## config.mk

```make
export PLATFORM = sky130hd
export DESIGN_NAME = irq_controller_flat
export DESIGN_NICKNAME = d
export VERILOG_FILES = /design/src/source/gb_io_pkg.sv /design/src/source/cpu_bus_if.sv /design/src/source/irq_controller.sv /design/src/flat_wrapper.sv
export SDC_FILE = /design/constraint.sdc
export NUM_CORES = 1
export LEC_CHECK = 0
export BUFFER_PORTS_ARGS = -buffer_cell sky130_fd_sc_hd__buf_4
export CORE_MARGIN = 3
export CORE_UTILIZATION = 32
export DETAILED_ROUTE_END_ITERATION = 10
export PLACE_DENSITY = 0.78
export SLEW_MARGIN = 20
export SYNTH_ARGS = -nofsm -noshare
export SYNTH_HDL_FRONTEND = slang
export SYNTH_SLANG_ARGS = --single-unit
```

## constraint.sdc

```tcl
create_clock -name clk_cpu -period 1.08 [get_ports clk_cpu]
set_clock_uncertainty 0.05 [all_clocks]
set_input_delay 0.162 -clock clk_cpu [delete_from_list [all_inputs] [get_ports clk_cpu]]
set_output_delay 0.162 -clock clk_cpu [all_outputs]
set_load 0.01 [all_outputs]
```

## src/source/gb_io_pkg.sv

```systemverilog
package gb_io_pkg;

	// ------------------------------------------------------------
	// bus and block widths
	localparam int ADDR_W  = 16;   // cpu address
	localparam int DATA_W  = 8;    // cpu data
	localparam int IRQ_N   = 5;    // interrupt sources
	localparam int WRAM_AW = 15;   // 32k work ram, 8 banks of 4k
	localparam int HRAM_AW = 7;    // zero page ram

	localparam int SERIAL_BIT_CYCLES = 512;   // clk_cpu cycles per bit, 8192 Hz

	// ------------------------------------------------------------
	// register addresses
	localparam logic [ADDR_W-1:0] ADDR_JOYP = 16'hFF00;
	localparam logic [ADDR_W-1:0] ADDR_SB   = 16'hFF01;   // serial data, dummy
	localparam logic [ADDR_W-1:0] ADDR_SC   = 16'hFF02;
	localparam logic [ADDR_W-1:0] ADDR_IF   = 16'hFF0F;
	localparam logic [ADDR_W-1:0] ADDR_SVBK = 16'hFF70;   // colour mode only
	localparam logic [ADDR_W-1:0] ADDR_IE   = 16'hFFFF;

	// memory ranges, inclusive
	localparam logic [ADDR_W-1:0] ADDR_WRAM_LO = 16'hC000;
	localparam logic [ADDR_W-1:0] ADDR_WRAM_HI = 16'hFDFF;   // e000 up is the echo
	localparam logic [ADDR_W-1:0] ADDR_HRAM_LO = 16'hFF80;
	localparam logic [ADDR_W-1:0] ADDR_HRAM_HI = 16'hFFFE;

	// interrupt vectors
	localparam logic [DATA_W-1:0] IRQ_VEC_BASE = 8'h40;
	localparam int                IRQ_VEC_STEP = 8;
	localparam logic [DATA_W-1:0] IRQ_VEC_NONE = 8'h55;   // nothing pending

	// ------------------------------------------------------------
	// read source of a cycle
	typedef enum logic [3:0] {
		REG_NONE,   // unmapped, reads ff
		REG_JOYP,
		REG_SB,
		REG_SC,
		REG_IF,
		REG_IE,
		REG_SVBK,
		RGN_WRAM,
		RGN_HRAM
	} mem_region_t;

	typedef enum logic {
		SER_IDLE,
		SER_SHIFT
	} serial_state_t;

	// IF / IE bit positions, lowest has highest priority
	typedef enum logic [2:0] {
		IRQ_VBLANK = 3'd0,
		IRQ_LCD    = 3'd1,
		IRQ_TIMER  = 3'd2,
		IRQ_SERIAL = 3'd3,
		IRQ_JOYPAD = 3'd4
	} irq_bit_t;

endpackage

```

## src/source/cpu_bus_if.sv

```systemverilog
`timescale 1ns/1ps

interface cpu_bus_if;
	import gb_io_pkg::*;

	logic [ADDR_W-1:0] addr;    // cpu address
	logic [DATA_W-1:0] wdata;   // cpu write data
	logic              wr;      // write level for the cycle
	logic              rd;      // read level for the cycle

	// address decoder
	modport decode (
		input addr,
		input wr,
		input rd
	);

	// register and memory blocks
	modport regs (
		input addr,
		input wdata
	);

endinterface

```

## src/source/irq_controller.sv

```systemverilog
`timescale 1ns/1ps

module irq_controller (
	input  logic                          clk_cpu,
	input  logic                          reset,
	cpu_bus_if.regs                       bus,
	input  logic                          if_wr,
	input  logic                          ie_wr,
	input  logic                          irq_ack,      // level from the cpu
	input  logic                          vblank_irq,   // event pulses
	input  logic                          lcd_irq,
	input  logic                          timer_irq,
	input  logic                          serial_irq,
	input  logic                          joy_fall,
	output logic [gb_io_pkg::DATA_W-1:0]  if_do,
	output logic [gb_io_pkg::DATA_W-1:0]  ie_do,
	output logic [gb_io_pkg::DATA_W-1:0]  irq_vec,
	output logic                          irq_n
);
	import gb_io_pkg::*;

	logic [IRQ_N-1:0] if_r;
	logic [IRQ_N-1:0] ie_r;
	logic [IRQ_N-1:0] pending;    // requested and enabled
	logic [IRQ_N-1:0] ack_clr;    // lowest pending bit only
	logic [IRQ_N-1:0] if_next;
	logic             ack_d;      // irq_ack at the last edge
	logic             ack_fall;

	assign pending = if_r & ie_r;
	assign irq_n   = ~|pending;
	assign ack_clr = pending & (~pending + 1'b1);   // isolate lowest set bit
	assign ack_fall = ack_d && !irq_ack;

	// unused upper bits read 1 in IF, 0 in IE
	assign if_do = {{(DATA_W-IRQ_N){1'b1}}, if_r};
	assign ie_do = {{(DATA_W-IRQ_N){1'b0}}, ie_r};

	// ------------------------------------------------------------
	// vector of the highest priority request
	always_comb begin
		irq_vec = IRQ_VEC_NONE;
		for (int i = IRQ_N - 1; i >= 0; i--) begin
			if (pending[i])
				irq_vec = DATA_W'(IRQ_VEC_BASE + IRQ_VEC_STEP * i);
		end
	end

	// ------------------------------------------------------------
	// IF update: events, then ack clear, cpu write wins
	always_comb begin
		if_next = if_r;
		if (vblank_irq) if_next[IRQ_VBLANK] = 1'b1;
		if (lcd_irq)    if_next[IRQ_LCD]    = 1'b1;
		if (timer_irq)  if_next[IRQ_TIMER]  = 1'b1;
		if (serial_irq) if_next[IRQ_SERIAL] = 1'b1;
		if (joy_fall)   if_next[IRQ_JOYPAD] = 1'b1;
		if (ack_fall)
			if_next = if_next & ~ack_clr;   // end of acknowledge cycle
		if (if_wr)
			if_next = bus.wdata[IRQ_N-1:0];
	end

	always_ff @(posedge clk_cpu) begin
		if (reset) begin
			if_r  <= '0;
			ie_r  <= '0;
			ack_d <= 1'b0;
		end else begin
			if_r  <= if_next;
			ack_d <= irq_ack;
			if (ie_wr)
				ie_r <= bus.wdata[IRQ_N-1:0];
		end
	end

endmodule

```

## src/flat_wrapper.sv

```systemverilog
// flat-port wrapper written by rule: the top's interface ports become plain ports
module irq_controller_flat import gb_io_pkg::*;
  (clk_cpu, reset, if_wr, ie_wr, irq_ack, vblank_irq, lcd_irq, timer_irq, serial_irq, joy_fall, if_do, ie_do, irq_vec, irq_n, bus_addr, bus_wdata);
  cpu_bus_if bus_i ();
  input  logic clk_cpu;
  input  logic reset;
  input  logic if_wr;
  input  logic ie_wr;
  input  logic irq_ack;
  input  logic vblank_irq;
  input  logic lcd_irq;
  input  logic timer_irq;
  input  logic serial_irq;
  input  logic joy_fall;
  output logic [gb_io_pkg::DATA_W-1:0] if_do;
  output logic [gb_io_pkg::DATA_W-1:0] ie_do;
  output logic [gb_io_pkg::DATA_W-1:0] irq_vec;
  output logic irq_n;
  input wire logic [$bits(bus_i.addr)-1:0] bus_addr;
  input wire logic [$bits(bus_i.wdata)-1:0] bus_wdata;
  assign bus_i.addr = bus_addr;
  assign bus_i.wdata = bus_wdata;
  irq_controller u_core (.clk_cpu(clk_cpu), .reset(reset), .bus(bus_i), .if_wr(if_wr), .ie_wr(ie_wr), .irq_ack(irq_ack), .vblank_irq(vblank_irq), .lcd_irq(lcd_irq), .timer_irq(timer_irq), .serial_irq(serial_irq), .joy_fall(joy_fall), .if_do(if_do), .ie_do(ie_do), .irq_vec(irq_vec), .irq_n(irq_n));
endmodule
```

==> key figures <==
CTS
  • Skew-Pair Late Insertion Delay: about 0.27 ns
  • CTS tree: yes
  • Clock sinks: 11
  • CTS root buffer: clkbuf_4
  • Longest Clk Path Bufs: 2
  • Clk slew on worst S/H paths: around 0.070 ns
  • Hold_buf cts: 0
  • CTS buffer count: 3
  • H-tree levels: 1

Power and ir drop
  • Worst vdd ir: 626 uV
  • Switch share: about 29%
  • Clock network power share: between 20% and 30%
  • Pleak: 0.518 nW
  • Sequential power share: a little over two fifths
  • Internal: between 0.7 and 0.8 mW
  • Comb power frac: between 30% and 40%
  • PD cells: 1020 mW/mm^2
  • Switching pwr: roughly 0.31 mW
  • Final Power: approximately 1.1 mW

Detailed routing
  • DR DRC count: 0
  • 1st-iter DRT viols: 6
  • Routed Antenna Nets: 0
  • Via count: about 660
  • Highest Signal Layer: met4
  • Met3 WL: around 140 um
  • WL met1: around 650 um
  • Final wirelength: about 1700 um
  • WL/cell: 12.5 um
  • Metal2 WL: 905 um
  • Drt first pass iters: 2
  • Vias per cell: 4.76

Final layout
  • Layout Nets: ~150
  • Layout cells sized above 1: 60.2%
  • Area grow syn2layout: 67.7%
  • Non-Filler Instances: around 140
  • Final antenna diode count: 0

Timing
  • Setup TNS: -2.14 ns
  • Final WS setup: -0.341 ns
  • RSZ-0062 raised after global routing: yes
  • Setup Viol. Count Final: 9
  • Period minus WS final: 1.42 ns
  • Final number of max-transition violations: 0
  • Period Utilization, post-route: 132%
  • Min Hold Slack: roughly 0.087 ns
  • FMAX: approximately 700 MHz
  • Final hold vios: 0

Die
  • Die Wd: a little over 50 um
  • Die Height: around 51 um
  • Row count: 15
  • Die area: between 0.002 and 0.003 mm^2
  • Core area: 0.00180 mm^2
  • Io pins: a little under 60
  • Initial core utilization: 35.3%

Critical path
  • WS Path Type: flip-flop to output pin
  • Worst Setup End Kind: output pin
  • CP max FO: 4
  • Reg2reg start: u_core.ie_r[1]$_SDFFE_PP0P_
  • Startpoint types: flip-flop
  • Worst path arrival time: between 1 and 1.5 ns
  • FF-to-FF End: u_core.if_r[4]$_SDFF_PP0_
  • Worst-case reg-to-reg path depth: 5
  • WP data required: roughly 0.87 ns
  • R2r setup slk: -0.14 ns

Outcome
  • Outcome: finished, violations left
  • Violated checks: setup timing

Place
  • DP Wirelength: 1300 um
  • Post-Place Worst Slack: -0.133 ns
  • Gpl congestion: approximately 0.7
  • Placed cells: 133
  • IO Port Bufs: 30

Global routing
  • Initial antenna violation count: 0
  • Number of global-route vias before repair: 660
  • First-pass GRT wire length: roughly 2800 um
  • Congestion Overflow GR: 0
  • Largest net degree at the start of global routing: 12
  • Total GRT Usage: 14.0%

Synthesis
  • Syn Std Cell Area: about 640 um^2
  • Cell count after synthesis: 73
  • Sequential area share after synthesis: between 30% and 40%
  • Flops & latches, synth: 11
  • Synth Area per Inst: slightly below 9 um^2
  • Synth cell types: 25
  • Synthesis Warnings: 0

Hold path
  • Hold EP: u_core.ack_d$_SDFF_PP0_
  • Worst hold path class: primary input to flip-flop
  • Hold path cells: 2
  • Hold_sp: irq_ack

Job
  • Max-cap violation count: 0
-- synthesized netlist by cell type --
master      n  area, um^2
buf_4      11        82.6
o21a_1      1        7.51
conb_1      2        7.51
a311o_1     1        10.0
nor3_1      1        5.00
a2111oi_2   1        15.0
nand2_1     8        30.0
inv_1       2        7.51
dfxtp_1    11         220
mux2i_1     5        50.1
and4bb_1    1        12.5
o21bai_1    2        15.0
a21oi_1     4        20.0
nor2_1      9        33.8
nor2b_1     1        6.26
a41oi_1     1        8.76
and3_1      1        6.26
a21boi_1    2        15.0
a22oi_2     1        12.5
and2_1      2        12.5
buf_6       1        11.3
nor2b_4     1        13.8
a41o_1      2        20.0
a22oi_1     1        7.51
buf_2       1        5.00
-- through the flow --
stage	util [%]	area [um^2]
global placement	50.6	911
global route	59.2	1070
floorplan	-	671
detailed placement	50.6	911
finish	59.2	1070
CTS	56.5	1020
-- power by group through the flow --
stage / logic, mW / clock network [mW] / registers [mW]
after floorplan: 0.146 / 0 / 0.478
after global placement: 0.287 / 0 / 0.459
after detailed placement: 0.294 / 0 / 0.460
after CTS: 0.324 / 0.297 / 0.457
after global routing: 0.373 / 0.312 / 0.462
final: 0.347 / 0.281 / 0.460
-- logic make-up after synthesis --
| kind of cell | synth area share [%] |
|---|---|
| flip-flops | 34.6 |
| other | 1.18 |
| AND/OR/NAND/NOR | 18.9 |
| multiplexers | 7.87 |
| buffers and inverters | 16.7 |
| AO/OA/AOI/OAI | 20.7 |
-- worst max-delay path by stage --
stage               slack, ns          to                         from  cells past startpoint
finish                  -0.34       irq_n  u_core.ie_r[1]$_SDFFE_PP0P_                      4
global route            -0.41       irq_n  u_core.ie_r[1]$_SDFFE_PP0P_                      4
CTS                     -0.34  irq_vec[2]    u_core.if_r[1]$_SDFF_PP0_                      4
detailed placement      -0.13  irq_vec[2]  u_core.ie_r[1]$_SDFFE_PP0P_                      4
global placement        -0.11  irq_vec[0]  u_core.ie_r[1]$_SDFFE_PP0P_                      4
floorplan               -0.15  irq_vec[2]  u_core.ie_r[0]$_SDFFE_PP0P_                      4
-- cell usage in the layout, fill, tap and decap left out --
cell | synthesis | routed
a2111oi_4 | 0 | 1
a21boi_2 | 0 | 2
a21oi_1 | 4 | 4
a22oi_2 | 1 | 2
a311o_1 | 1 | 1
a41o_1 | 2 | 2
a41oi_2 | 0 | 1
and2_2 | 0 | 1
and2_4 | 0 | 1
and3_1 | 1 | 1
and4bb_1 | 1 | 1
buf_4 | 11 | 26
buf_6 | 1 | 16
clkbuf_1 | 0 | 1
clkbuf_4 | 0 | 3
conb_1 | 2 | 9
dfxtp_1 | 11 | 2
dfxtp_2 | 0 | 9
inv_1 | 2 | 2
mux2i_1 | 5 | 5
nand2_1 | 8 | 4
nand2_2 | 0 | 3
nand2_4 | 0 | 1
nor2_1 | 9 | 8
nor2_4 | 0 | 1
nor2b_1 | 1 | 1
nor2b_4 | 1 | 1
nor3_1 | 1 | 1
o21a_1 | 1 | 1
o21bai_1 | 2 | 2
-- registers in the layout, indices dropped and copies added (netlist names) --
signal and cells:
u_core.ie_r 5, u_core.if_r 5, u_core.ack_d 1
-- worst max-delay path, stage by stage, from the launching register on --
cell and delay [ns]:
dfxtp_2 0.33, a22oi_2 0.27, nand2_2 0.12, nor2_1 0.10, buf_4 0.13
-- cell type report --
type                       count  area (um^2)
sequential                    11          231
inverter                       2         7.51
timing repair buffer          42          375
fill                         158          736
tap                           25         31.3
clock buffer                   4         26.3
multi-input combinational     54          394
-- layer usage --
metal  up-vias  GRT usage [%]
met3         4           2.37
li1        310              -
met2        29           27.0
met1       314           14.9
met5         -              0
met4         0           5.38
-- what timing repair did --
| action | in CTS | in global routing |
|---|---|---|
| endpoints found under the setup margin | 17 | 20 |
| pin swaps | 11 | 6 |
| buffers inserted | 1 | 2 |
| gates resized for setup | 25 | 12 |
| gates cloned | 0 | 0 |
No activity file was read; power rests on OpenSTA's default activity.
