===== src/source/gb_io_pkg.sv =====
package gb_io_pkg;

	// ------------------------------------------------------------
	// bus and block widths
	localparam int ADDR_W  = 16;   // cpu address
	localparam int DATA_W  = 8;    // cpu data
	localparam int IRQ_N   = 5;    // interrupt sources
	localparam int WRAM_AW = 15;   // 32k work ram, 8 banks of 4k
	localparam int HRAM_AW = 7;    // zero page ram

	localparam int SERIAL_BIT_CYCLES = 512;   // clk_cpu cycles per bit, 8192 Hz

	// ------------------------------------------------------------
	// register addresses
	localparam logic [ADDR_W-1:0] ADDR_JOYP = 16'hFF00;
	localparam logic [ADDR_W-1:0] ADDR_SB   = 16'hFF01;   // serial data, dummy
	localparam logic [ADDR_W-1:0] ADDR_SC   = 16'hFF02;
	localparam logic [ADDR_W-1:0] ADDR_IF   = 16'hFF0F;
	localparam logic [ADDR_W-1:0] ADDR_SVBK = 16'hFF70;   // colour mode only
	localparam logic [ADDR_W-1:0] ADDR_IE   = 16'hFFFF;

	// memory ranges, inclusive
	localparam logic [ADDR_W-1:0] ADDR_WRAM_LO = 16'hC000;
	localparam logic [ADDR_W-1:0] ADDR_WRAM_HI = 16'hFDFF;   // e000 up is the echo
	localparam logic [ADDR_W-1:0] ADDR_HRAM_LO = 16'hFF80;
	localparam logic [ADDR_W-1:0] ADDR_HRAM_HI = 16'hFFFE;

	// interrupt vectors
	localparam logic [DATA_W-1:0] IRQ_VEC_BASE = 8'h40;
	localparam int                IRQ_VEC_STEP = 8;
	localparam logic [DATA_W-1:0] IRQ_VEC_NONE = 8'h55;   // nothing pending

	// ------------------------------------------------------------
	// read source of a cycle
	typedef enum logic [3:0] {
		REG_NONE,   // unmapped, reads ff
		REG_JOYP,
		REG_SB,
		REG_SC,
		REG_IF,
		REG_IE,
		REG_SVBK,
		RGN_WRAM,
		RGN_HRAM
	} mem_region_t;

	typedef enum logic {
		SER_IDLE,
		SER_SHIFT
	} serial_state_t;

	// IF / IE bit positions, lowest has highest priority
	typedef enum logic [2:0] {
		IRQ_VBLANK = 3'd0,
		IRQ_LCD    = 3'd1,
		IRQ_TIMER  = 3'd2,
		IRQ_SERIAL = 3'd3,
		IRQ_JOYPAD = 3'd4
	} irq_bit_t;

endpackage


===== src/source/cpu_bus_if.sv =====
`timescale 1ns/1ps

interface cpu_bus_if;
	import gb_io_pkg::*;

	logic [ADDR_W-1:0] addr;    // cpu address
	logic [DATA_W-1:0] wdata;   // cpu write data
	logic              wr;      // write level for the cycle
	logic              rd;      // read level for the cycle

	// address decoder
	modport decode (
		input addr,
		input wr,
		input rd
	);

	// register and memory blocks
	modport regs (
		input addr,
		input wdata
	);

endinterface


===== src/source/joypad_port.sv =====
`timescale 1ns/1ps

module joypad_port (
	input  logic                          clk_cpu,
	input  logic                          reset,
	cpu_bus_if.regs                       bus,
	input  logic                          joyp_wr,
	input  logic [gb_io_pkg::DATA_W-1:0]  joystick,   // active high presses
	output logic [gb_io_pkg::DATA_W-1:0]  joyp_do,
	output logic                          joy_fall    // any P10..P13 line fell
);
	import gb_io_pkg::*;

	logic [1:0] p54;        // select bits 5:4, low selects a group
	logic [3:0] dir_nib;    // P14 group
	logic [3:0] btn_nib;    // P15 group
	logic [7:0] hist_d1;
	logic [7:0] hist_d2;

	// right, left, up, down -> bits 0..3, inverted
	assign dir_nib = ~{joystick[2], joystick[3], joystick[1], joystick[0]} | {4{p54[0]}};
	// a, b, select, start -> bits 0..3, inverted
	assign btn_nib = ~{joystick[7], joystick[6], joystick[5], joystick[4]} | {4{p54[1]}};

	assign joyp_do = {2'b11, p54, dir_nib & btn_nib};

	always_ff @(posedge clk_cpu) begin
		if (reset) begin
			p54     <= 2'b00;
			hist_d1 <= '1;   // idle lines are high
			hist_d2 <= '1;
		end else begin
			if (joyp_wr)
				p54 <= bus.wdata[5:4];
			hist_d1 <= {dir_nib, btn_nib};
			hist_d2 <= hist_d1;
		end
	end

	// 1 -> 0 on any line of either group
	assign joy_fall = |(hist_d2 & ~hist_d1);

endmodule


===== src/flat_wrapper.sv =====
// flat-port wrapper written by rule: the top's interface ports become plain ports
module joypad_port_flat import gb_io_pkg::*;
  (clk_cpu, reset, joyp_wr, joystick, joyp_do, joy_fall, bus_addr, bus_wdata);
  cpu_bus_if bus_i ();
  input  logic clk_cpu;
  input  logic reset;
  input  logic joyp_wr;
  input  logic [gb_io_pkg::DATA_W-1:0] joystick;
  output logic [gb_io_pkg::DATA_W-1:0] joyp_do;
  output logic joy_fall;
  input wire logic [$bits(bus_i.addr)-1:0] bus_addr;
  input wire logic [$bits(bus_i.wdata)-1:0] bus_wdata;
  assign bus_i.addr = bus_addr;
  assign bus_i.wdata = bus_wdata;
  joypad_port u_core (.clk_cpu(clk_cpu), .reset(reset), .bus(bus_i), .joyp_wr(joyp_wr), .joystick(joystick), .joyp_do(joyp_do), .joy_fall(joy_fall));
endmodule

===== config.mk =====
export PLATFORM = sky130hd
export DESIGN_NAME = joypad_port_flat
export DESIGN_NICKNAME = d
export VERILOG_FILES = /design/src/source/gb_io_pkg.sv /design/src/source/cpu_bus_if.sv /design/src/source/joypad_port.sv /design/src/flat_wrapper.sv
export SDC_FILE = /design/constraint.sdc
export NUM_CORES = 1
export LEC_CHECK = 0
export ABC_AREA = 1
export BUFFER_PORTS_ARGS = -buffer_cell sky130_fd_sc_hd__buf_2
export CORE_MARGIN = 4
export CORE_UTILIZATION = 42
export CTS_CLUSTER_DIAMETER = 100
export CTS_CLUSTER_SIZE = 14
export DETAILED_ROUTE_END_ITERATION = 8
export PLACE_DENSITY = 0.81
export SYNTH_ARGS = -nofsm -noshare
export SYNTH_HDL_FRONTEND = slang
export SYNTH_SLANG_ARGS = --single-unit

===== constraint.sdc =====
create_clock -name clk_cpu -period 1 [get_ports clk_cpu]
set_input_delay 0.2 -clock clk_cpu [delete_from_list [all_inputs] [get_ports clk_cpu]]
set_output_delay 0.2 -clock clk_cpu [all_outputs]
set_load 0.1 [all_outputs]

==> results_dict.tcl, run 1 <==
set metrics [dict create \
    overflow 0 \
    powerDensity_nw_per_um2 1630 \
    min_period_ns 1.39 \
    critPathSlowestCell "dfxtp_4" \
    grt_max_degree 19 \
    avgSynthCellArea_um2 7.70 \
    fillers 81 \
    first_global_vias 588 \
    ys_seq_area_frac 0.551 \
    io_buffers 19 \
    drtAntennaViolNets 0 \
    criticalPathCategory "register to primary output" \
    cts_tree "done" \
    crit_arrival_ns 1.19 \
    drv_slew 0 \
    cts_sinks 18 \
    cp-startpoint "u_core.p54[0]$_SDFFE_PP0P_" \
    worst_slack_ns -0.386 \
    critPathCaptureType "primary output" \
    synth_warnings 0 \
    crit_family "flip-flops" \
    layout-drive-gt1-share 0.541 \
    worstHoldStart "joystick[1]" \
    num_antenna_cells 0 \
    cp_max_fo 7 \
    area_delta_synth_final_pct 61.4 \
    cp.required_ns 0.80 \
    maxCapViolCount 0 \
    core_um2 1380 \
    cp_num_buf_inv 3 \
    clk_pin_slew_ns 0.10 \
    cp-start-kind "register" \
    min_path_type "input pin to register" \
    drtIter0Drc 10 \
    start_util 0.473 \
    finalSetupViolCount 7 \
    num-nets-final 148 \
    die_w_um 47.5 \
    grt_usage 0.159 \
    path_cells "inv_8 > nand2_2 > nand2_2 > clkinvlp_4 > buf_12" \
    fin_util 0.764 \
    cts-root-buf "clkbuf_4" \
    ir_worst_vdd_uv 1330 \
    routed_wl_um 1670 \
    cts_buffers 3 \
    place.gp.congestion 0.663 \
    htree_levels 1 \
    final_common_cell "nand2_1" \
    p_leak_uw 0.000533 \
    antenna_found_initial 0 \
    netlist_instances 85 \
    hold_viol 0 \
    dpl_cell_area_um2 958 \
    max_stage_delay_ns 0.38 \
    synth_cell_types 13 \
    ios 44 \
    fin_skew_ns 0.00547 \
    vias 609 \
    cts.path.max_buffers 2 \
    dp_hpwl_um 1050 \
    final_area_um2 1060 \
    drt_pass1_iterations 4 \
    crit_top_cell "nand2_2" \
    status "complete, but fails checks" \
    row_count 13 \
    layout_common_cells "nand2_1, buf_2, dfxtp_1, nand2_4" \
    grt_pass1_wl_um 2490 \
    worstSkewPairLatency_ns 0.30 \
    violations "negative setup slack" \
    fin_crit_sh 1.39 \
    die_y_um 47.5 \
    synth_seq_cells 18 \
    drc 0 \
    rsz0062_at_grt "yes" \
    die_area_um2 2250 \
    whs_ns 0.119 \
    timing.fmax_ghz 0.722 \
    totalPowerFinal_uw 1720 \
    worstReg2RegStart "u_core.p54[1]$_SDFFE_PP0P_" \
    syn_area_um2 654 \
    pre_cts_ws_ns -0.0925 \
    wl_per_cell_um 13.3 \
    viasPerCell 4.83 \
]
[per-stage QoR]
| step | std cells | setup TNS [ns] |
|---|---|---|
| 2_1_floorplan | 86 | -1.15 |
| 3_3_place_gp | 122 | -0.0631 |
| 3_5_place_dp | 122 | -0.148 |
| 4_1_cts | 125 | -2.01 |
| 5_1_grt | 126 | -2.39 |
| 6_report | 126 | -2.08 |
[metal layers]
layer | up-vias | global-route usage | wire length, µm
li1 | 299 | - | -
met1 | 281 | 0.200 | 659
met2 | 22 | 0.265 | 860
met3 | 7 | 0.0301 | 92
met4 | 0 | 0.0663 | 61
met5 | - | 0 | 0
[path summary, 6_finish.rpt]
kind                                       end  slack, ns  cells after the start
setup reg to reg    u_core.p54[1]$_SDFFE_PP0P_       0.09                      4
hold / removal    u_core.hist_d1[5]$_SDFF_PP1_       0.12                      2
hold reg to reg   u_core.hist_d2[5]$_SDFF_PP1_       0.43                      2
setup / recovery                    joyp_do[3]      -0.39                      5
[power breakdown]
group | total [µW] | internal, µW | switching, µW
clock | 362 | 140 | 222
combinational | 586 | 203 | 383
sequential | 776 | 754 | 21.3
[sequential cells by signal, summed over array words and instances, names as in the netlist]
name	cells
u_core.hist_d1	8
u_core.hist_d2	8
u_core.p54	2
[kinds of logic (layout without fill, tap and decap cells)]
| group | Yosys count | in the layout | share of synthesized area |
|---|---|---|---|
| simple gates | 43 | 43 | 0.277 |
| buf+inv | 19 | 44 | 0.136 |
| flops | 18 | 18 | 0.551 |
| compound gates | 4 | 4 | 0.0306 |
| other cells | 1 | 2 | 0.00573 |
[cells in the mapped netlist]
cell type,number,area [µm²]
nor2_1,2,7.51
inv_1,13,48.8
buf_4,2,15.0
dfxtp_1,18,360
nand2_1,33,124
buf_6,1,11.3
inv_4,1,6.26
nand3_2,2,20.0
conb_1,1,3.75
a21oi_1,2,10.0
nand3_1,6,30.0
o21ai_1,2,10.0
inv_2,2,7.51
[layout make-up]
class                           instances  area (µm²)  share of cell area
Tap cell                               15        18.8              0.0178
Clock buffer                            3        22.5              0.0213
Inverter                               16        92.6              0.0877
Multi-Input combinational cell         49         297               0.281
Sequential cell                        18         373               0.353
Timing Repair Buffer                   25         253               0.239
[what timing repair did]
item / CTS / global route
setup buffers: 0 / 2
resized for setup: 6 / 16
hold buffers: 0 / 0
setup endpoints to repair: 7 / 7
gates cloned: 0 / 0
pin swaps: 3 / 9
No activity file was read; power rests on OpenSTA's default activity.
==> run 2: changes to the inputs <==
--- a/config.mk
+++ b/config.mk
@@ -12,7 +12,8 @@
 export CTS_CLUSTER_DIAMETER = 100
 export CTS_CLUSTER_SIZE = 14
 export DETAILED_ROUTE_END_ITERATION = 8
-export PLACE_DENSITY = 0.81
+export PLACE_DENSITY = 0.78
+export SLEW_MARGIN = 20
 export SYNTH_ARGS = -nofsm -noshare
 export SYNTH_HDL_FRONTEND = slang
 export SYNTH_SLANG_ARGS = --single-unit
==> run 2 against run 1 <==
Net effect:
- the flow still finishes with violations (negative setup slack)
- via count is 0.82% lower
- worst hold slack worse by 0.0013 ns
- register-to-register slack about the same
- die area unchanged
- largest cell class unchanged
- largest power group unchanged
- highest routed layer unchanged
==> results_dict.tcl, run 2 (synthesized netlist as in run 1, its figures left out) <==
set metrics [dict create \
    overflow 0 \
    layout_common_cells "nand2_1, nand2_4, buf_2, dfxtp_1, buf_12" \
    die_area_um2 2250 \
    min_period_ns 1.35 \
    cts_tree "done" \
    grt_usage 0.141 \
    first_global_vias 527 \
    io_buffers 19 \
    path_cells "inv_2 > nand2_1 > nand2_1 > nor2_2 > nand2_4 > buf_12" \
    dp_hpwl_um 937 \
    p_leak_uw 0.000545 \
    vias 604 \
    die_y_um 47.5 \
    hold_viol 0 \
    cts-root-buf "clkbuf_4" \
    ir_worst_vdd_uv 1140 \
    final_cells 128 \
    num-nets-final 150 \
    criticalPathCategory "register to primary output" \
    place_inst 122 \
    area_delta_synth_final_pct 65.2 \
    drtIter0Drc 9 \
    drv_slew 0 \
    drc 0 \
    worstSkewPairLatency_ns 0.29 \
    crit_top_cell "nand2_1" \
    rsz0062_at_grt "yes" \
    wl_per_cell_um 12.1 \
    maxCapViolCount 0 \
    totalPowerFinal_uw 1720 \
    worst_slack_ns -0.348 \
    drtAntennaViolNets 0 \
    crit_arrival_ns 1.15 \
    fin_skew_ns 0.000292 \
    cp_max_fo 2 \
    core_um2 1380 \
    final_common_cell "nand2_1" \
    cts_buffers 3 \
    timing.fmax_ghz 0.742 \
    cp.required_ns 0.80 \
    dpl_cell_area_um2 958 \
    grt_max_degree 19 \
    layout-drive-gt1-share 0.566 \
    viasPerCell 4.72 \
    min_path_type "input pin to register" \
    drt_pass1_iterations 4 \
    cts_sinks 18 \
    clk_pin_slew_ns 0.10 \
    antenna_found_initial 0 \
    critPathSlowestCell "dfxtp_2" \
    place.gp.congestion 0.653 \
    row_count 13 \
    max_stage_delay_ns 0.33 \
    num_antenna_cells 0 \
    fin_crit_sh 1.35 \
    start_util 0.473 \
    ios 44 \
    violations "negative setup slack" \
    critPathCaptureType "primary output" \
    finalSetupViolCount 7 \
    cts.path.max_buffers 2 \
    final_area_um2 1080 \
    cp-start-kind "register" \
    grt_pass1_wl_um 2060 \
    reg_top3 "u_core.hist_d1: 8 flops, u_core.hist_d2: 8 flops, u_core.p54: 2 flops" \
    status "complete, but fails checks" \
    die_w_um 47.5 \
    htree_levels 1 \
    powerDensity_nw_per_um2 1600 \
    routed_wl_um 1550 \
]
## run 2: cell types whose count changed in the layout (fill, tap and decap cells not counted), sizes merged
cell  before  now
buf       25   27
## run 2: stage by stage
stage	setup slack, ns	setup TNS (ns)	hold slack (ns)	utilization
3_5_place_dp	-0.0782	-0.151	0.402	0.693
3_3_place_gp	-0.0646	-0.102	0.397	0.693
4_1_cts	-0.351	-2.04	0.0986	0.739
6_report	-0.348	-1.99	0.118	0.782
5_1_grt	-0.426	-2.37	0.111	0.782
2_1_floorplan	-0.287	-1.15	0.275	-
## run 2: final cells by class
type                       count  area, µm²
clock buffer                   3       22.5
fill                          86        302
inverter                      16       92.6
multi-input combinational     49        307
sequential                    18        373
tap                           15       18.8
timing repair buffer          27        268
## run 2: layer usage
layer	GRT usage	vias up	share of wire
li1	-	303	-
met4	0.116	0	0.019
met1	0.135	277	0.41
met5	0	-	0
met2	0.241	20	0.50
met3	0.0489	4	0.073
## run 2: path summary, 6_finish.rpt
kind                                startpoint                            to  slack (ns)  cells after the start
hold / removal                     joystick[1]  u_core.hist_d1[5]$_SDFF_PP1_        0.12                      2
setup reg to reg    u_core.p54[0]$_SDFFE_PP0P_    u_core.p54[0]$_SDFFE_PP0P_        0.10                      4
setup / recovery  u_core.hist_d1[6]$_SDFF_PP1_                      joy_fall       -0.35                      6
hold reg to reg   u_core.hist_d1[0]$_SDFF_PP1_  u_core.hist_d2[0]$_SDFF_PP1_        0.42                      2
## run 2: worst max-delay path: cells and delay by family (launching register included)
family        cells  cell delay (ns)
buf+inv           2             0.19
flops             1             0.33
simple gates      4             0.32
## run 2: report_power, final
part	leakage, µW	switching, µW	internal [µW]
combinational	0.000382	387	211
clock	0.0000138	211	140
sequential	0.000149	20.8	754
total	0.000545	619	1110
## run 2: timing repair
action,in CTS,in global routing
pin swaps,3,4
setup endpoints to repair,7,7
buffers inserted,2,3
resized for setup,8,19
hold buffers,0,0
