===== src/source/gb_io_pkg.sv =====
package gb_io_pkg;

	// ------------------------------------------------------------
	// bus and block widths
	localparam int ADDR_W  = 16;   // cpu address
	localparam int DATA_W  = 8;    // cpu data
	localparam int IRQ_N   = 5;    // interrupt sources
	localparam int WRAM_AW = 15;   // 32k work ram, 8 banks of 4k
	localparam int HRAM_AW = 7;    // zero page ram

	localparam int SERIAL_BIT_CYCLES = 512;   // clk_cpu cycles per bit, 8192 Hz

	// ------------------------------------------------------------
	// register addresses
	localparam logic [ADDR_W-1:0] ADDR_JOYP = 16'hFF00;
	localparam logic [ADDR_W-1:0] ADDR_SB   = 16'hFF01;   // serial data, dummy
	localparam logic [ADDR_W-1:0] ADDR_SC   = 16'hFF02;
	localparam logic [ADDR_W-1:0] ADDR_IF   = 16'hFF0F;
	localparam logic [ADDR_W-1:0] ADDR_SVBK = 16'hFF70;   // colour mode only
	localparam logic [ADDR_W-1:0] ADDR_IE   = 16'hFFFF;

	// memory ranges, inclusive
	localparam logic [ADDR_W-1:0] ADDR_WRAM_LO = 16'hC000;
	localparam logic [ADDR_W-1:0] ADDR_WRAM_HI = 16'hFDFF;   // e000 up is the echo
	localparam logic [ADDR_W-1:0] ADDR_HRAM_LO = 16'hFF80;
	localparam logic [ADDR_W-1:0] ADDR_HRAM_HI = 16'hFFFE;

	// interrupt vectors
	localparam logic [DATA_W-1:0] IRQ_VEC_BASE = 8'h40;
	localparam int                IRQ_VEC_STEP = 8;
	localparam logic [DATA_W-1:0] IRQ_VEC_NONE = 8'h55;   // nothing pending

	// ------------------------------------------------------------
	// read source of a cycle
	typedef enum logic [3:0] {
		REG_NONE,   // unmapped, reads ff
		REG_JOYP,
		REG_SB,
		REG_SC,
		REG_IF,
		REG_IE,
		REG_SVBK,
		RGN_WRAM,
		RGN_HRAM
	} mem_region_t;

	typedef enum logic {
		SER_IDLE,
		SER_SHIFT
	} serial_state_t;

	// IF / IE bit positions, lowest has highest priority
	typedef enum logic [2:0] {
		IRQ_VBLANK = 3'd0,
		IRQ_LCD    = 3'd1,
		IRQ_TIMER  = 3'd2,
		IRQ_SERIAL = 3'd3,
		IRQ_JOYPAD = 3'd4
	} irq_bit_t;

endpackage


===== src/source/cpu_read_mux.sv =====
`timescale 1ns/1ps

module cpu_read_mux (
	input  logic                          clk_cpu,
	input  logic                          reset,
	input  gb_io_pkg::mem_region_t        region,
	input  logic                          irq_ack,
	input  logic [gb_io_pkg::DATA_W-1:0]  joyp_do,
	input  logic [gb_io_pkg::DATA_W-1:0]  sc_do,
	input  logic [gb_io_pkg::DATA_W-1:0]  if_do,
	input  logic [gb_io_pkg::DATA_W-1:0]  ie_do,
	input  logic [gb_io_pkg::DATA_W-1:0]  svbk_do,
	input  logic [gb_io_pkg::DATA_W-1:0]  irq_vec,
	input  logic [gb_io_pkg::DATA_W-1:0]  wram_do,   // registered in the ram
	input  logic [gb_io_pkg::DATA_W-1:0]  hram_do,
	output logic [gb_io_pkg::DATA_W-1:0]  cpu_di
);
	import gb_io_pkg::*;

	mem_region_t       region_q;
	logic              ack_q;
	logic [DATA_W-1:0] reg_sel;   // register byte for this cycle
	logic [DATA_W-1:0] reg_q;

	always_comb begin
		if (irq_ack)
			reg_sel = irq_vec;   // vector replaces read data
		else begin
			case (region)
				REG_JOYP: reg_sel = joyp_do;
				REG_SC:   reg_sel = sc_do;
				REG_IF:   reg_sel = if_do;
				REG_IE:   reg_sel = ie_do;
				REG_SVBK: reg_sel = svbk_do;
				default:  reg_sel = 8'hFF;   // SB, unmapped and ram
			endcase
		end
	end

	// same latency as the ram reads
	always_ff @(posedge clk_cpu) begin
		if (reset) begin
			region_q <= REG_NONE;
			ack_q    <= 1'b0;
			reg_q    <= 8'hFF;
		end else begin
			region_q <= region;
			ack_q    <= irq_ack;
			reg_q    <= reg_sel;
		end
	end

	assign cpu_di = ack_q                  ? reg_q   :
	                (region_q == RGN_WRAM) ? wram_do :
	                (region_q == RGN_HRAM) ? hram_do :
	                reg_q;

endmodule


===== config.mk =====
export PLATFORM = sky130hd
export DESIGN_NAME = cpu_read_mux
export DESIGN_NICKNAME = d
export VERILOG_FILES = /design/src/source/gb_io_pkg.sv /design/src/source/cpu_read_mux.sv
export SDC_FILE = /design/constraint.sdc
export NUM_CORES = 1
export LEC_CHECK = 0
export ABC_CLOCK_PERIOD_IN_PS = 1690
export BUFFER_PORTS_ARGS = -buffer_cell sky130_fd_sc_hd__buf_4
export CAP_MARGIN = 20
export CORE_MARGIN = 1
export CORE_UTILIZATION = 39
export DETAILED_ROUTE_END_ITERATION = 6
export GPL_ROUTABILITY_DRIVEN = 0
export GPL_TIMING_DRIVEN = 0
export PLACE_DENSITY = 0.88
export SLEW_MARGIN = 20
export SYNTH_ARGS = -nofsm -noshare
export SYNTH_HDL_FRONTEND = slang
export SYNTH_SLANG_ARGS = --single-unit

===== constraint.sdc =====
create_clock -name clk_cpu -period 1.69 [get_ports clk_cpu]
set_input_delay 0 -clock clk_cpu [delete_from_list [all_inputs] [get_ports clk_cpu]]
set_output_delay 0 -clock clk_cpu [all_outputs]
set_load 0.02 [all_outputs]

==> results of run 1 <==
stage by stage:
stage	setup WS, ps	hold WS [ps]	cell area [sq um]	utilization [%]	setup TNS [ps]
detailed placement	160	211	1640	66.2	0
global placement	175	204	1640	66.2	0
CTS	-85.1	67.9	1800	72.6	-572
floorplan	247	71.6	1020	-	0
global route	-163	68.8	1810	73.0	-1220
finish	-107	62.8	1810	73.0	-809
flip-flops by register name (all words and copies together) (netlist names):
signal    count
reg_q         8
ack_q         1
region_q      4
report_power, final:
part | internal [mW] | switching, mW
Clock | 0.0877 | 0.0997
Sequential | 0.327 | 0.00936
Combinational | 0.222 | 0.135
cells by family (layout without fill, tap and decap cells):
logic type | count (synthesis) | in the layout | synth area share (%)
AND/OR/NAND/NOR | 33 | 34 | 26.1
buffers and inverters | 11 | 103 | 5.53
multiplexers | 8 | 8 | 8.00
AO/OA/AOI/OAI | 42 | 42 | 34.8
flip-flops | 13 | 13 | 25.6
worst paths after layout:
path | depth (start not counted) | endpoint | slack [ps] | start
max | 4 | cpu_di[1] | -110 | region_q[1]
min | 3 | reg_q[5] | 60 | sc_do[5]
area by class of cell:
| cell class | instances | area, sq um | share of cell area (%) |
|---|---|---|---|
| timing repair buffer | 89 | 721 | 39.8 |
| multi-input combinational | 84 | 714 | 39.5 |
| sequential | 13 | 264 | 14.6 |
| buffer | 9 | 41.3 | 2.28 |
| tap | 30 | 37.5 | 2.07 |
| clock buffer | 3 | 22.5 | 1.24 |
| clock inverter | 1 | 5.00 | 0.277 |
| inverter | 1 | 3.75 | 0.207 |
cells in the final DEF (no fill, tap or decap), types with 2 or more instances in the layout:
master          n
dlygate4sd3_1   9
nor2b_1         4
nand4b_1        3
clkbuf_1        3
a21oi_1         8
dfxtp_2         3
clkbuf_4        3
buf_6           8
mux2i_1         7
o2bb2ai_1       7
o22a_1         16
dfxtp_1        10
nand3b_1       12
buf_4          72
or4b_4          2
nand2b_1        3
or3b_1          2
o32a_1          8
or4bb_1         2
buf_2           5
metal layers:
layer | vias to the layer above | global-route usage [%] | part of all wire, %
li1 | 627 | - | -
met1 | 593 | 31.0 | 42
met2 | 61 | 43.2 | 49
met3 | 7 | 3.74 | 7.6
met4 | 0 | 8.77 | 1.3
met5 | - | 0 | 0
what timing repair did:
action	CTS	global route
hold buffers	9	0
endpoints found under the hold margin	12	0
gates cloned	1	0
pin swaps	11	9
gates resized for setup	10	2
setup endpoints to repair	8	8
setup buffers	1	1
worst min-delay path, cell delays in order:
cell	delay, ps
buf_4	80
o2bb2ai_1	100
o32a_1	130
==> flow_metrics.env, run 1 <==
export IMPL_finalCritPeriodShare_pct=106
export IMPL_path_cells="or4b_4 > a21oi_4 > o22a_1 > buf_6"
export IMPL_ys_ff_latch=13
export IMPL_diodes=0
export IMPL_grt_pass1_wl_mm=5.15
export IMPL_max_cap_viol_count=0
export IMPL_cts_max_level=1
export IMPL_wl_per_cell_microns=14.7
export IMPL_io_buffers=78
export IMPL_area_growth_pct=77.9
export IMPL_initial_utilization_pct=41.1
export IMPL_cpPeakStageDelay_ps=590
export IMPL_ir_worst_vdd_mv=0.354
export IMPL_first_pass_iters=4
export IMPL_grt_ovfl_total=0
export IMPL_cts_clk_slew_worst_paths_ps=80
export IMPL_worst_path_buf_inv=1
export IMPL_rsz0062_at_grt="yes"
export IMPL_yosys_warnings=0
export IMPL_setup_viol=8
export IMPL_period_needed_ps=1800
export IMPL_synthesis_nets=178
export IMPL_final_nets=272
export IMPL_chipWidth_microns=53.1
export IMPL_critPathSlowestCell="or4b_4"
export IMPL_hold_viol=0
export IMPL_layout_setup_ws_ps=-107
export IMPL_fmax_mhz=557
export IMPL_timing_slew_headroom_pct=54.3
export IMPL_die_area_sq_um=2820
export IMPL_vias=1288
export IMPL_antenna_found_initial=0
export IMPL_synth_top_area_share_pct=25.6
export IMPL_final_layout_size_suffix_gt1_share_pct=48.5
export IMPL_failed_checks="negative setup slack"
export IMPL_synthCells=107
export IMPL_async_reset_ff_share_pct=0
export IMPL_synth_area_leaders="dfxtp_1, o22a_1, nand3b_1, o32a_1, mux2i_1"
export IMPL_place_inst=215
export IMPL_status="finished with violations"
export IMPL_required_ps=1690
export IMPL_final_max_slew_viol_count=0
export IMPL_synth_area_sq_um=1020
export IMPL_track_usage_pct=25.0
export IMPL_worst_slew_pin_slew_ps=682
export IMPL_clkSinkCount=13
export IMPL_critPathKind="flip-flop to output port"
export IMPL_synth_edff_count=0
export IMPL_hold_class="primary input to flip-flop"
export IMPL_drc=0
export IMPL_drt_iter0_drc=18
export IMPL_core_area_sq_um=2480
export IMPL_die_h_microns=53.1
export IMPL_synth_ff_type="dfxtp_1"
export IMPL_yosysMostFrequentCell="o22a_1"
export IMPL_stdcell_count=230
export IMPL_critPathArrivalTime_ps=1800
export IMPL_critPathCaptureType="output port"
export IMPL_io_pins=79
export IMPL_grt_max_degree=11
export IMPL_cts_root_buf="clkbuf_4"
export IMPL_n_fill_cell=182
export IMPL_clk_path_buf_depth=2
export IMPL_fin_total_pwr_uw=880
export IMPL_start_kind="flip-flop"
export IMPL_ys_types=28
export IMPL_crit_family="simple AND/OR/NAND/NOR gates"
export IMPL_num_rows=18
export IMPL_finalWirelength_mm=3.39
export IMPL_hpwl_mm=2.48
export IMPL_numCtsBuffers=3
export IMPL_avgSynthCellArea_sq_um=9.51
export IMPL_p_per_area_nw_per_um2=486
export IMPL_via_per_inst=5.60
export IMPL_synth_area_leader_cell="dfxtp_1"
export IMPL_p_leak_nw=0.769
export IMPL_tritoncts="yes"
export IMPL_grt_pass1_vias=1188
export IMPL_path_max_fanout=8
export IMPL_drtAntennaViolNets=0
export IMPL_seq_area_frac_synth_pct=25.6
export IMPL_ys_top_cells_by_count="o22a_1, dfxtp_1, nand3b_1"
No activity file was read; power rests on OpenSTA's default activity.
==> inputs of run 2 (changes only) <==
--- a/config.mk
+++ b/config.mk
@@ -18,3 +18,4 @@
 export SYNTH_ARGS = -nofsm -noshare
 export SYNTH_HDL_FRONTEND = slang
 export SYNTH_SLANG_ARGS = --single-unit
+export TNS_END_PERCENT = 5
==> flow_metrics.env, run 2 (synthesized netlist as in run 1, its figures left out) <==
export IMPL_status="finished with violations"
export IMPL_failed_checks="negative setup slack"
export IMPL_critPathArrivalTime_ps=1790
export IMPL_clk_path_buf_depth=2
export IMPL_hpwl_mm=2.48
export IMPL_worst_slew_pin_slew_ps=689
export IMPL_area_growth_pct=75.0
export IMPL_io_buffers=78
export IMPL_vias=1274
export IMPL_chipWidth_microns=53.1
export IMPL_setup_viol=8
export IMPL_critPathCaptureType="output port"
export IMPL_critPathSlowestCell="or4b_4"
export IMPL_grt_pass1_vias=1174
export IMPL_worstHoldPathCells=3
export IMPL_drt_iter0_drc=15
export IMPL_final_nets=271
export IMPL_grt_ovfl_total=0
export IMPL_grt_max_degree=11
export IMPL_final_cell_mix="buf_4, o22a_1, nand3b_1, dfxtp_1, dlygate4sd3_1"
export IMPL_tritoncts="yes"
export IMPL_track_usage_pct=24.8
export IMPL_ir_worst_vdd_mv=0.358
export IMPL_tns_ps=-663
export IMPL_regArea_sq_um=262
export IMPL_grt_pass1_wl_mm=5.11
export IMPL_final_max_slew_viol_count=0
export IMPL_antenna_found_initial=0
export IMPL_core_area_sq_um=2480
export IMPL_drc=0
export IMPL_max_cap_viol_count=0
export IMPL_numCtsBuffers=3
export IMPL_largest_reg_flops=8
export IMPL_cts_max_level=1
export IMPL_diodes=0
export IMPL_final_layout_size_suffix_gt1_share_pct=47.2
export IMPL_wl_met2_mm=1.65
export IMPL_regMostFlops="reg_q"
export IMPL_place_inst=215
export IMPL_die_h_microns=53.1
export IMPL_cpPeakStageDelay_ps=590
export IMPL_drtAntennaViolNets=0
export IMPL_start_kind="flip-flop"
export IMPL_p_leak_nw=0.755
export IMPL_hold_viol=0
export IMPL_io_pins=79
export IMPL_layout_commonest_cell="buf_4"
export IMPL_multi_input_area_sq_um=714
export IMPL_finalCritPeriodShare_pct=106
export IMPL_wl_met1_mm=1.39
export IMPL_critPathKind="flip-flop to output port"
export IMPL_hold_class="primary input to flip-flop"
export IMPL_wl_per_cell_microns=14.6
export IMPL_die_area_sq_um=2820
export IMPL_top_layer_used="met4"
export IMPL_first_pass_iters=4
export IMPL_finalWirelength_mm=3.35
export IMPL_wl_met3_microns=278
export IMPL_clkSinkCount=13
export IMPL_timing_slew_headroom_pct=53.8
export IMPL_period_needed_ps=1790
export IMPL_cts_clk_slew_worst_paths_ps=80
export IMPL_fmax_mhz=557
export IMPL_cts_root_buf="clkbuf_4"
export IMPL_place_ws_ps=160
export IMPL_num_rows=18
export IMPL_via_per_inst=5.56
export IMPL_stdcell_count=229
export IMPL_layout_setup_ws_ps=-104
export IMPL_n_fill_cell=185
export IMPL_p_per_area_nw_per_um2=486
export IMPL_fin_total_pwr_uw=866
export IMPL_largestRegisters="reg_q: 8 flops, region_q: 4 flops, ack_q: 1 flops"
export IMPL_path_max_fanout=8
export IMPL_path_cells="or4b_4 > a21oi_4 > o22a_1 > buf_6"
export IMPL_rsz0062_at_grt="yes"
export IMPL_initial_utilization_pct=41.1
export IMPL_required_ps=1690
[run 2: cell count changes in the layout (fill, tap and decap cells not counted)]
| cell | previous run | this run |
|---|---|---|
| dfxtp_1 | 10 | 12 |
| buf_6 | 8 | 3 |
| buf_4 | 72 | 76 |
| dfxtp_2 | 3 | 1 |
[run 2: final cells by class]
type,instances,area share [%]
Tap cell,30,2.11
Clock buffer,3,1.26
Sequential cell,13,14.7
Buffer,9,2.32
Timing Repair Buffer,88,39.0
Inverter,1,0.211
Multi-Input combinational cell,84,40.1
Clock inverter,1,0.281
[run 2: worst max-delay path: cells and delay by family (launching register included)]
kind	cells	cell delay, ps
simple gates	1	590
compound gates	2	470
flops	1	340
buf+inv	1	120
[run 2: through the flow]
| stage | util (%) | hold slack [ps] | cell area, sq um |
|---|---|---|---|
| 2_1_floorplan | - | 71.6 | 1020 |
| 4_1_cts | 71.7 | 67.9 | 1780 |
| 6_report | 71.9 | 68.2 | 1780 |
| 5_1_grt | 71.9 | 68.8 | 1780 |
| 3_5_place_dp | 66.2 | 211 | 1640 |
| 3_3_place_gp | 66.2 | 204 | 1640 |
[run 2: layer usage]
layer | vias to the layer above | track usage [%]
li1 | 626 | -
met1 | 576 | 31.0
met2 | 66 | 42.6
met3 | 6 | 3.74
met4 | 0 | 8.77
met5 | - | 0
[run 2: repair_timing]
action,4_1_cts,5_1_grt
hold buffers,9,0
resized for setup,4,1
pin swaps,5,0
cloned,1,0
endpoints found under the setup margin,8,8
hold endpoints to repair,12,0
setup buffers,1,0
[run 2: path summary, 6_finish.rpt]
| path | slack [ps] | start | end |
|---|---|---|---|
| max | -100 | region_q[2] | cpu_di[1] |
| min | 70 | sc_do[5] | reg_q[5] |
[run 2: power breakdown]
part / internal, mW / switching (mW) / total (mW)
logic: 0.214 / 0.132 / 0.346
registers: 0.326 / 0.00942 / 0.335
clock network: 0.0876 / 0.0970 / 0.185
total: 0.627 / 0.238 / 0.866
